`src/verilog/audioSettings.svh`:
```
// Build-time settings of the I2S audio player
// Widths, buffer sizing, memory base address and frame geometry
`ifndef AUDIO_SETTINGS_SVH
`define AUDIO_SETTINGS_SVH

//////////////////////////////////////////////////
// Sample and memory widths
//////////////////////////////////////////////////
`define AUDIO_SAMPLE_W 16          // Bits per audio sample
`define AUDIO_ADDR_W 25            // Word address width of the external memory

//////////////////////////////////////////////////
// Sample buffer
//////////////////////////////////////////////////
// Depth must stay a power of two so the pointers wrap on their own
`define AUDIO_FIFO_DEPTH 64
`define AUDIO_LEVEL_W 7            // Holds 0 up to the full depth
`define AUDIO_FILL_TARGET 48       // Occupancy reached by a prime or a refill

// First word of the sample stream in external memory
`define AUDIO_BASE_ADDR 25'h80000

//////////////////////////////////////////////////
// I2S frame geometry
//////////////////////////////////////////////////
`define AUDIO_SLOTS 32             // Bit slots in one left or right half frame
`define AUDIO_SLOT_W 5             // Width of the slot index

`endif

```
`src/verilog/audioPkg.sv`:
```
// Shared types of the I2S audio player
// Vector widths with a meaning, FSM states and the bundled strobes
`include "audioSettings.svh"

package audioPkg;

	//////////////////////////////////////////////////
	// Plain vector types
	//////////////////////////////////////////////////
	typedef logic [`AUDIO_SAMPLE_W-1:0] sampleT;     // One PCM sample
	typedef logic [`AUDIO_ADDR_W-1:0]   memAddrT;    // External memory word address
	typedef logic [`AUDIO_LEVEL_W-1:0]  fifoLevelT;  // Buffer occupancy in samples
	typedef logic [`AUDIO_SLOT_W-1:0]   slotT;       // Bit slot inside a half frame

	// States of the fetch engine
	typedef enum logic [2:0]
	{
		Halted,      // Waiting for memory after reset
		Request,     // Setting up the next read
		Await,       // Read strobe held until the memory acknowledges
		Play,        // Buffer primed and playback running
		RefillWait   // Frame pulse seen, memory still busy
	} fetchStateT;

	//////////////////////////////////////////////////
	// Bundled signals
	//////////////////////////////////////////////////
	// Read request toward the external memory
	typedef struct packed
	{
		logic    rd;    // Held high until memAck
		memAddrT addr;  // Stable for the whole read
	} memReqT;

	// Frame timing handed from the timer to the serializer
	typedef struct packed
	{
		logic lrClk;          // Channel select, low for the left half
		slotT slot;           // Current bit slot
		logic sampleRequest;  // Load the next sample, last slot only
	} frameTickT;

endpackage

```
`src/verilog/sampleFetchFsm.sv`:
```
// Sample fetch engine of the I2S player
// Primes the buffer once memory is ready and tops it up on each frame pulse
`include "audioSettings.svh"

module sampleFetchFsm import audioPkg::*;
(
	input  logic      SClk,
	input  logic      reset,
	input  logic      memWait,
	input  logic      memAck,
	input  logic      newFrame,
	input  fifoLevelT level,
	output memReqT    memReq,
	output logic      push,
	output logic      busy,
	output logic      playing
);

	localparam fifoLevelT fillTarget = fifoLevelT'(`AUDIO_FILL_TARGET);
	localparam memAddrT   baseAddr   = `AUDIO_BASE_ADDR;

	fetchStateT state, nextState;
	fifoLevelT  remaining;  // Words still to read in the current fill
	memAddrT    nextAddr;   // Address of the next word, runs on across all fills
	logic       rdReg;      // Read strobe toward memory
	memAddrT    addrReg;    // Address latched for the read in flight

	//////////////////////////////////////////////////
	// Next state
	//////////////////////////////////////////////////
	always_comb
	begin
		nextState = state;
		case (state)
			Halted:
				if (!memWait)
					nextState = Request;  // Priming starts right away
			Request:
				nextState = Await;
			Await:
				if (memAck)
					nextState = (remaining == fifoLevelT'(1)) ? Play : Request;
			Play:
				if (newFrame)
					nextState = RefillWait;  // Pulses in other states are dropped
			RefillWait:
				if (!memWait)
				begin
					// Nothing to fetch when the buffer already sits at the target
					nextState = (level < fillTarget) ? Request : Play;
				end
			default:
				nextState = Halted;
		endcase
	end

	//////////////////////////////////////////////////
	// State, counters and read strobe
	//////////////////////////////////////////////////
	always_ff @(posedge SClk)
	begin
		if (reset)
		begin
			state     <= Halted;
			remaining <= '0;
			nextAddr  <= baseAddr;
			rdReg     <= 1'b0;
			playing   <= 1'b0;
		end
		else
		begin
			state <= nextState;
			case (state)
				Halted:
					if (!memWait)
						remaining <= fillTarget;  // Empty buffer, so a full prime
				Request:
					rdReg <= 1'b1;  // Strobe rises with the address below
				Await:
					if (memAck)
					begin
						rdReg     <= 1'b0;
						remaining <= remaining - fifoLevelT'(1);
						nextAddr  <= nextAddr + memAddrT'(1);
					end
				Play:
					playing <= 1'b1;  // Stays set, the timer never stops again
				RefillWait:
					// The count is frozen here, later pops only make room
					if (!memWait && level < fillTarget)
						remaining <= fillTarget - level;
				default:
					rdReg <= 1'b0;
			endcase
		end
	end

	// Address of the read being set up
	always_ff @(posedge SClk)
	begin
		if (state == Request)
			addrReg <= nextAddr;
	end

	assign memReq = '{rd: rdReg, addr: addrReg};
	assign push   = (state == Await) && memAck;  // memData is valid in the ack cycle
	assign busy   = (state == Request) || (state == Await);

	//////////////////////////////////////////////////
	// Memory handshake checks
	//////////////////////////////////////////////////
	// An acknowledge only answers the one read in flight
	ackWithReadA: assert property (@(posedge SClk) disable iff (reset)
		memAck |-> (state == Await) && memReq.rd);

endmodule

```
`src/verilog/frameTimer.sv`:
```
// I2S frame timer
// Counts bit slots, toggles the channel select and asks for each new sample
`include "audioSettings.svh"

module frameTimer import audioPkg::*;
(
	input  logic      SClk,
	input  logic      reset,
	input  logic      enable,
	output frameTickT tick
);

	localparam slotT lastSlot = slotT'(`AUDIO_SLOTS - 1);

	slotT slotCount;  // Bit slot of the current half frame
	logic lrReg;      // Low during the left half
	logic request;

	//////////////////////////////////////////////////
	// Slot counter and channel select
	//////////////////////////////////////////////////
	always_ff @(posedge SClk)
	begin
		if (reset || !enable)
		begin
			// Held at the start of a left half until playback runs
			slotCount <= '0;
			lrReg     <= 1'b0;
		end
		else
		begin
			if (slotCount == lastSlot)
			begin
				slotCount <= '0;
				lrReg     <= ~lrReg;  // Channel flips as the slot index wraps
			end
			else
			begin
				slotCount <= slotCount + slotT'(1);
			end
		end
	end

	// One request per half frame so the next word is ready for slot 0
	assign request = enable && (slotCount == lastSlot);

	assign tick = '{lrClk: lrReg, slot: slotCount, sampleRequest: request};

	//////////////////////////////////////////////////
	// Frame checks
	//////////////////////////////////////////////////
	// A request closes the half frame, the next cycle opens the other channel
	requestAtWrapA: assert property (@(posedge SClk) disable iff (reset)
		tick.sampleRequest |-> (tick.slot == lastSlot)
			##1 (tick.slot == '0) && (tick.lrClk != $past(tick.lrClk)));

endmodule

```
`src/verilog/audioFifo.sv`:
```
// Single-clock sample buffer
// Circular store with show-ahead head word, occupancy level and full and empty flags
`include "audioSettings.svh"

module audioFifo import audioPkg::*;
(
	input  logic      SClk,
	input  logic      reset,
	input  logic      push,
	input  sampleT    pushData,
	input  logic      pop,
	output sampleT    headData,
	output fifoLevelT level,
	output logic      empty,
	output logic      full
);

	localparam int ptrW = $clog2(`AUDIO_FIFO_DEPTH);

	sampleT          mem [`AUDIO_FIFO_DEPTH];
	logic [ptrW-1:0] wrPtr;  // Next free entry
	logic [ptrW-1:0] rdPtr;  // Oldest entry, shown on headData

	//////////////////////////////////////////////////
	// Storage
	//////////////////////////////////////////////////
	always_ff @(posedge SClk)
	begin
		if (push)
			mem[wrPtr] <= pushData;
	end

	// Head word is visible before the pop that removes it
	assign headData = mem[rdPtr];

	//////////////////////////////////////////////////
	// Pointers and occupancy
	//////////////////////////////////////////////////
	always_ff @(posedge SClk)
	begin
		if (reset)
		begin
			wrPtr <= '0;
			rdPtr <= '0;
			level <= '0;
		end
		else
		begin
			if (push)
				wrPtr <= wrPtr + 1'b1;  // Wraps by itself, depth is a power of two
			if (pop)
				rdPtr <= rdPtr + 1'b1;
			case ({push, pop})
				2'b10: level <= level + fifoLevelT'(1);
				2'b01: level <= level - fifoLevelT'(1);
				default: level <= level;  // Both or neither leave the count alone
			endcase
		end
	end

	assign empty = (level == '0);
	assign full  = (level == fifoLevelT'(`AUDIO_FIFO_DEPTH));

	//////////////////////////////////////////////////
	// Usage checks
	//////////////////////////////////////////////////
	// The fetch engine sizes every fill so it never runs past the depth
	noOverflowA: assert property (@(posedge SClk) disable iff (reset)
		push |-> !full);

	// The serializer falls back to a zero sample instead of popping
	noUnderflowA: assert property (@(posedge SClk) disable iff (reset)
		pop |-> !empty);

endmodule

```
`src/verilog/i2sSerializer.sv`:
```
// I2S serializer
// Loads one sample per half frame and shifts it out MSB first after a one slot delay
`include "audioSettings.svh"

module i2sSerializer import audioPkg::*;
(
	input  logic      SClk,
	input  logic      reset,
	input  frameTickT tick,
	input  sampleT    headData,
	input  logic      empty,
	output logic      pop,
	output logic      LRClk,
	output logic      Dout,
	output logic      underrun
);

	localparam slotT firstDataSlot = slotT'(1);
	localparam slotT lastDataSlot  = slotT'(`AUDIO_SAMPLE_W);

	sampleT shiftReg;  // Sample being sent, MSB goes out first
	logic   dataSlot;  // Slot carries a sample bit

	// Take the head word only when there is one
	assign pop = tick.sampleRequest && !empty;

	// Slot 0 is the I2S delay bit, zeros pad the slots after the sample
	assign dataSlot = (tick.slot >= firstDataSlot) && (tick.slot <= lastDataSlot);

	//////////////////////////////////////////////////
	// Shifter and output registers
	//////////////////////////////////////////////////
	always_ff @(posedge SClk)
	begin
		if (reset)
		begin
			shiftReg <= '0;  // First half frame plays silence
			LRClk    <= 1'b0;
			Dout     <= 1'b0;
			underrun <= 1'b0;
		end
		else
		begin
			// Both outputs trail the timer by one cycle and stay aligned
			LRClk <= tick.lrClk;
			Dout  <= dataSlot ? shiftReg[`AUDIO_SAMPLE_W-1] : 1'b0;

			if (tick.sampleRequest)
			begin
				if (empty)
				begin
					shiftReg <= '0;    // Silence instead of a stall
					underrun <= 1'b1;  // Sticky until the next reset
				end
				else
				begin
					shiftReg <= headData;
				end
			end
			else if (dataSlot)
			begin
				shiftReg <= {shiftReg[`AUDIO_SAMPLE_W-2:0], 1'b0};
			end
		end
	end

endmodule

```
`src/verilog/i2sPlayer.sv`:
```
// Streaming I2S audio player
// Fetches samples from external memory into a buffer and plays them as stereo I2S

module i2sPlayer import audioPkg::*;
(
	input  logic    SClk,
	input  logic    reset,
	input  logic    memWait,
	input  logic    memAck,
	input  sampleT  memData,
	input  logic    newFrame,
	output logic    memRd,
	output memAddrT memAddr,
	output logic    busy,
	output logic    LRClk,
	output logic    Dout,
	output logic    underrun
);

	memReqT    memReq;
	frameTickT tick;
	fifoLevelT level;
	sampleT    headData;
	logic      push;
	logic      pop;
	logic      empty;
	logic      playing;  // Starts the frame timer once the buffer is primed

	//////////////////////////////////////////////////
	// Memory side
	//////////////////////////////////////////////////
	sampleFetchFsm fetchInst (
		.SClk     (SClk),
		.reset    (reset),
		.memWait  (memWait),
		.memAck   (memAck),
		.newFrame (newFrame),
		.level    (level),
		.memReq   (memReq),
		.push     (push),
		.busy     (busy),
		.playing  (playing)
	);

	assign memRd   = memReq.rd;
	assign memAddr = memReq.addr;

	// Full is left open, every fill is sized against the level instead
	audioFifo fifoInst (
		.SClk     (SClk),
		.reset    (reset),
		.push     (push),
		.pushData (memData),  // Written in the ack cycle
		.pop      (pop),
		.headData (headData),
		.level    (level),
		.empty    (empty),
		.full     ()
	);

	//////////////////////////////////////////////////
	// Audio side
	//////////////////////////////////////////////////
	frameTimer timerInst (
		.SClk   (SClk),
		.reset  (reset),
		.enable (playing),
		.tick   (tick)
	);

	i2sSerializer serializerInst (
		.SClk     (SClk),
		.reset    (reset),
		.tick     (tick),
		.headData (headData),
		.empty    (empty),
		.pop      (pop),
		.LRClk    (LRClk),
		.Dout     (Dout),
		.underrun (underrun)
	);

endmodule

```
`config.mk`:
```
export PLATFORM = sky130hd
export DESIGN_NAME = i2sPlayer
export DESIGN_NICKNAME = d
export VERILOG_FILES = /design/src/verilog/audioPkg.sv /design/src/verilog/sampleFetchFsm.sv /design/src/verilog/frameTimer.sv /design/src/verilog/audioFifo.sv /design/src/verilog/i2sSerializer.sv /design/src/verilog/i2sPlayer.sv
export VERILOG_INCLUDE_DIRS = /design/src /design/src/verilog
export SDC_FILE = /design/constraint.sdc
export NUM_CORES = 1
export LEC_CHECK = 0
export BUFFER_PORTS_ARGS = -buffer_cell sky130_fd_sc_hd__clkbuf_2
export CAP_MARGIN = 20
export CORE_MARGIN = 3
export CORE_UTILIZATION = 55
export CTS_BUF_LIST = sky130_fd_sc_hd__clkbuf_4 sky130_fd_sc_hd__clkbuf_8
export DETAILED_ROUTE_END_ITERATION = 10
export GPL_TIMING_DRIVEN = 0
export PLACE_DENSITY = 0.8
export SLEW_MARGIN = 20
export SYNTH_ARGS = -nofsm -noshare
export SYNTH_HDL_FRONTEND = slang
export SYNTH_SLANG_ARGS = --single-unit
```
`constraint.sdc`:
```
create_clock -name SClk -period 11.2 [get_ports SClk]
set_clock_uncertainty 0.2 [all_clocks]
set_input_delay 2.8 -clock SClk [delete_from_list [all_inputs] [get_ports SClk]]
set_output_delay 2.8 -clock SClk [all_outputs]
set_load 0.02 [all_outputs]
```
== Word-level counts from Yosys, hierarchy flattened ==
Memory sizes are Yosys's and may differ from the RTL's. A register that Yosys moved wholly into a read port is not among the register bits.
Cells that the tools add are included.

* Bits in registers: 106
* Input bits: 21
* Memories kept: 1
* Logic and storage cells: 87
* Output and inout port bits: 30
* Bits in writable memories: 1024

* Eq/ne operators: 13
* Bitwise gates (word level): 3
* Reduce and logical (&&, ||, !) cells: 23
* $lt $le $gt $ge: 3
* Mux-type cells: 21
* $add $sub $neg: 8

{| class="wikitable"
|+ Memory list
! memory !! words !! bits a word !! rd ports !! clocked after memory_dff !! wr ports !! RTL line !! source
|-
| fifoInst.mem || 64 || 16 || 1 || 1 || 1 || audioFifo.sv:20 || <nowiki>sampleT mem [`AUDIO_FIFO_DEPTH];</nowiki>
|}

{| class="wikitable"
|+ Operators by type and width
! kind !! count
|-
| 2-to-1 mux 16 bit || 3
|-
| adder 25 x 1 -> 25 bit (second input constant) || 1
|-
| 2-to-1 mux 7 bit || 3
|-
| one-hot mux 7 bit (3 select lines) || 1
|-
| one-hot mux 3 bit (5 select lines) || 1
|-
| one-hot mux 7 bit (2 select lines) || 1
|-
| subtractor 7 x 1 -> 7 bit (second input constant) || 2
|-
| adder 6 x 1 -> 6 bit (second input constant) || 2
|-
| 2-to-1 mux 3 bit || 4
|-
| 2-to-1 mux 6 bit || 2
|-
| != test 2 bit (second input constant) || 4
|-
| AND reduction 4 bit || 2
|-
| adder 7 x 1 -> 7 bit (second input constant) || 1
|-
| equality test 7 x 1 -> 1 bit (second input constant) || 1
|-
| zero test 7 bit || 1
|-
| less-than comparator 7 x 6 -> 1 bit (second input constant) || 1
|-
| subtractor 6 x 7 -> 7 bit (first input constant) || 1
|-
| equality test 3 x 2 -> 1 bit (second input constant) || 2
|-
| AND reduction 2 bit || 3
|-
| adder 5 x 1 -> 5 bit (second input constant) || 1
|-
| equality test 5 bit (second input constant) || 1
|-
| >= comparator 5 x 1 -> 1 bit (second input constant) || 1
|-
| less-or-equal comparator 5 bit (second input constant) || 1
|-
| logical AND 1 bit || 5
|-
| other kinds (16) || 26
|}

== Longest topological paths before layout ==
* Depth in word-level cells: 5
* Depth in mapped cells: 14
* Depth with buffers taken out: 12

== By module ==
A second synthesis with hierarchy kept.

* Cells, all modules: 2313
* Area total of the unflattened synthesis: 44699.1 µm²

{| class="wikitable"
|+ Modules (own cells, without submodules)
! module !! sequential area each (µm²) !! cells each !! area each (µm²) !! instances
|-
| audioFifo || 31250.0 || 1876 || 40348.7 || 1
|-
| sampleFetchFsm || 1491.4 || 276 || 2846.5 || 1
|-
| i2sSerializer || 380.4 || 136 || 1233.7 || 1
|-
| frameTimer || 120.1 || 25 || 270.3 || 1
|}

== Worst setup path before layout ==
OpenSTA, ideal clock, no wires.

* Path type: input to register
* Start: input port memAck
* End: register fifoInst.level[2]
* Required time: 10930 ps
* Path slack: 5852 ps
* Arrival time: 5077 ps
* Stages: 12
* Buffers on the path: 3
* Library setup time: 70 ps
* Cells stage by stage: and4bb_4 -> buf_4 -> inv_1 -> ha_1 -> clkbuf_1 -> buf_1 -> xor2_1 -> ha_1 -> a31oi_4 -> xnor2_1 -> or3_1 -> a21oi_1

* Word-level cells in the longest chain between the ends: 3
* Elaborated cells on any way between the ends: 5
* Those cells by class: eq/ne (2); mux (1); reduce/logical (2)

{| class="wikitable"
|+ Ends and longest elaborated chain
! what !! RTL line !! source
|-
| start, declared || i2sPlayer.sv:9 || <nowiki>input logic memAck,</nowiki>
|-
| logical AND 1 bit * || sampleFetchFsm.sv:106 || <nowiki>assign push = (state == Await) && memAck;</nowiki>
|-
| equality test 2 x 1 -> 1 bit or equality test 2 bit (tied branches) || audioFifo.sv:53 || <nowiki>case ({push, pop})</nowiki>
|-
| one-hot mux 7 bit (2 select lines) or nonzero test 2 bit (tied branches) || -- ||
|-
| end signal, assigned || audioFifo.sv:54 || <nowiki>2'b10: level <= level + fifoLevelT'(1);</nowiki>
|-
| end signal, assigned || audioFifo.sv:55 || <nowiki>2'b01: level <= level - fifoLevelT'(1);</nowiki>
|-
| end signal, assigned || audioFifo.sv:56 || <nowiki>default: level <= level;</nowiki>
|-
| end, declared || audioFifo.sv:13 || <nowiki>output fifoLevelT level,</nowiki>
|}

Mark *: on every way between the ends. The rest lies on a longest branch, timed or not.
A chain may end at the register's enable or synchronous reset.

== Worst setup path in the final report ==
* Start: input port memAck
* End: memory fifoInst.mem[43][14] (netlist bit) (enable)

* Word-level cells in the longest chain between the ends: 3

{| class="wikitable"
|+ Ends and longest elaborated chain
! what !! RTL line !! source
|-
| logical AND 1 bit || sampleFetchFsm.sv:106 ||
|-
| 2-to-1 mux 1 bit || audioFifo.sv:29 || <nowiki>if (push)</nowiki>
|-
| 2-to-1 mux 1 bit (implied by the code) || audioFifo.sv:30 || <nowiki>mem[wrPtr] <= pushData;</nowiki>
|-
| end, declared || audioFifo.sv:20 ||
|}

No other way between the ends.

==> results_dict.tcl <==
set metrics [dict create \
    crit_chain "clkbuf_2 > and4bb_4 > buf_4 > inv_1 > nor2_1 > nand3_1 > nor2_2 > buf_6" \
    cp_max_fo 11 \
    cts_tree "done" \
    avgRoutedWirePerCell_um 32.9 \
    drt-total-wl_um 124000 \
    fmax_ghz 0.178 \
    leakagePower_nw 15.6 \
    arrival_ns 5.93 \
    p_per_area_mw_per_mm2 162 \
    final_max_slew_viol_count 0 \
    wl_met1_um 42800 \
    num_rows 103 \
    post-route-period-util 0.502 \
    syn-num-nets 2334 \
    grt_pass1_vias 25100 \
    final_area_mm2 0.0503 \
    drc_errors 0 \
    grt_max_degree 65 \
    path_class "primary input to flip-flop" \
    gp_congestion 0.986 \
    hp-class "flip-flop to flip-flop" \
    coreArea_mm2 0.0795 \
    clock_sinks 1136 \
    die_area_mm2 0.0843 \
    status "finished, final reports clean" \
    grt_usage 0.295 \
    final_nets 2608 \
    critPathMaxStageDelay_ns 0.82 \
    drive_gt1_frac 0.283 \
    grt_pass1_wl_um 177000 \
    hold_violations 0 \
    worst_setup_path_start_kind "primary input" \
    avgSynthCellArea_um2 19.3 \
    die_x_um 290 \
    ant_nets 0 \
    vias_per_cell 6.67 \
    cap_violations 0 \
    synth-async-reset-ratio 0 \
    dp_hpwl_um 81500 \
    synthDistinctLibCells 71 \
    postCtsHoldBufs 0 \
    syn_area_mm2 0.0445 \
    fin_cells 3766 \
    post_cts_buffers 0 \
    vias 25100 \
    rsz0062_at_grt "no" \
    clock_path_buffers 3 \
    tightest_slew_ns 1.27 \
    synth-seq-cells 1136 \
    ir_worst_vdd_uv 125 \
    post_cts_resized 0 \
    io_pins 51 \
    critPathRequiredTime_ns 11.51 \
    highest_layer "met5" \
    slew_headroom 0.153 \
    netlist_top_cells_count "1049 x edfxtp_1, 241 x mux4_2, 156 x nor2_1, 91 x mux2i_1, 87 x dfxtp_1" \
    drt-initial-drc-count 3887 \
    dpl_cell_area_mm2 0.0469 \
    cp-end-kind "flip-flop" \
    htreeDepth 4 \
    fin_tns_setup_ns 0 \
    insertion_delay_ns 0.84 \
    cts_buffers 172 \
    synth_top_area_frac 0.708 \
    post-place-ws_ns 4.96 \
    firstDrtPassIters 8 \
    cp_slowest_cell "nand3_1" \
    synth_edf_count 1049 \
    synthFlopType "edfxtp_1" \
    start_util 0.559 \
    io_buffer_count 50 \
    place_inst 3451 \
    wl_met3_um 17200 \
    ys_top_cells_by_area "edfxtp_1 71%, mux4_2 12%, dfxtp_1 3.9%" \
    antenna_found_initial 8 \
    post-synth-top-count-cell "edfxtp_1" \
    yosys_warnings 0 \
    postLayoutSetupSlackWorst_ns 5.58 \
    seq_area_frac_synth 0.747 \
    synthCells 2301 \
    period_minus_slack_ns 5.62 \
    grt-ovfl-total 0 \
    fillers 5212 \
    setup_viol 0 \
    cts-root-buf "clkbuf_8" \
    final_util 0.633 \
    area_delta_synth_final_pct 13.2 \
    die_y_um 290 \
    clkTransAtPathRegs_ns 0.06 \
    yosysTopAreaCell "edfxtp_1" \
    routed-wl-met2_um 56000 \
]
-- worst max-delay path: cells and delay by family --
| kind | cells | cell delay, ns |
|---|---|---|
| and+or+nand+nor | 4 | 2.33 |
| buffers and inverters | 4 | 0.77 |
-- through the flow --
stage                     hold WS, ns  power, W
after global placement          0.241   0.00491
after CTS                       0.249   0.00816
after global routing            0.285   0.00836
after floorplan                 0.224   0.00481
after detailed placement        0.237   0.00492
final                           0.248   0.00815
-- layout make-up --
type | count | area, µm² | area share
diodes | 4 | 10.0 | 0.000199
plain buffers | 127 | 679 | 0.0135
clock buffers | 233 | 2860 | 0.0569
clock inverters | 78 | 483 | 0.00959
inverters | 20 | 75.1 | 0.00149
multi-input cells | 1018 | 10800 | 0.214
flip-flops and latches | 1136 | 33200 | 0.660
well taps | 1050 | 1310 | 0.0261
repair buffers | 100 | 917 | 0.0182
-- metal layers --
metal  global-route usage  up-vias
li1                     -     9965
met4                0.170        2
met3               0.0995      417
met5                    0        -
met1                0.385    12700
met2                0.437     2017
-- sequential cells by signal, indices dropped and copies added (netlist names), named ones only --
signal / cells
fifoInst.mem: 1024
fetchInst.addrReg: 25
fetchInst.nextAddr: 25
serializerInst.shiftReg: 16
fetchInst.remaining: 7
fifoInst.level: 7
fifoInst.rdPtr: 6
fifoInst.wrPtr: 6
timerInst.slotCount: 5
fetchInst.state: 3
fetchInst.playing: 1
fetchInst.rdReg: 1
serializerInst.Dout: 1
serializerInst.LRClk: 1
serializerInst.underrun: 1
timerInst.lrReg: 1
-- layout by cell type (no fill, tap or decap), types with 18 or more instances in the layout --
master       n
nand3_1     54
nand2_1     59
mux4_2     241
nor2_2      50
clkbuf_2    36
nor3_1      19
clkbuf_4    66
o21ai_0     36
buf_6       40
clkbuf_8   178
inv_1       20
buf_8       18
xor2_1      28
clkbuf_1    40
dfxtp_1     87
buf_2       37
clkinv_1    46
o22ai_1     33
nor2_1      90
buf_4       29
a21oi_1     52
mux2i_1     91
edfxtp_1  1049
-- worst paths after layout --
path / startpoint / to / slack (ns) / cells past startpoint
min: fetchInst.nextAddr[24] / fetchInst.addrReg[24] / 0.25 / 0
min reg2reg: fetchInst.nextAddr[24] / fetchInst.addrReg[24] / 0.25 / 0
max reg2reg: timerInst.slotCount[0] / fifoInst.level[2] / 6.75 / 14
max: memAck / fifoInst.mem[43][14] / 5.58 / 8
-- kinds of logic (layout without fill, tap and decap cells) --
family / count (synthesis) / in the layout / synth area share
compound gates: 227 / 227 / 0.0340
xor+xnor: 40 / 40 / 0.00788
fa+ha+maj: 12 / 12 / 0.00338
buf+inv: 147 / 558 / 0.0169
flops: 1136 / 1136 / 0.747
mux: 340 / 340 / 0.147
other cells: 0 / 4 / 0
simple gates: 399 / 399 / 0.0439
-- power breakdown --
group	switching (W)	internal (W)	total [W]	leakage [nW]
clock	0.00160	0.00172	0.00332	1.76
sequential	0.0000102	0.00465	0.00466	10.1
combinational	0.000133	0.0000383	0.000171	3.70
total	0.00175	0.00641	0.00815	15.6
No activity file was read; power rests on OpenSTA's default activity.
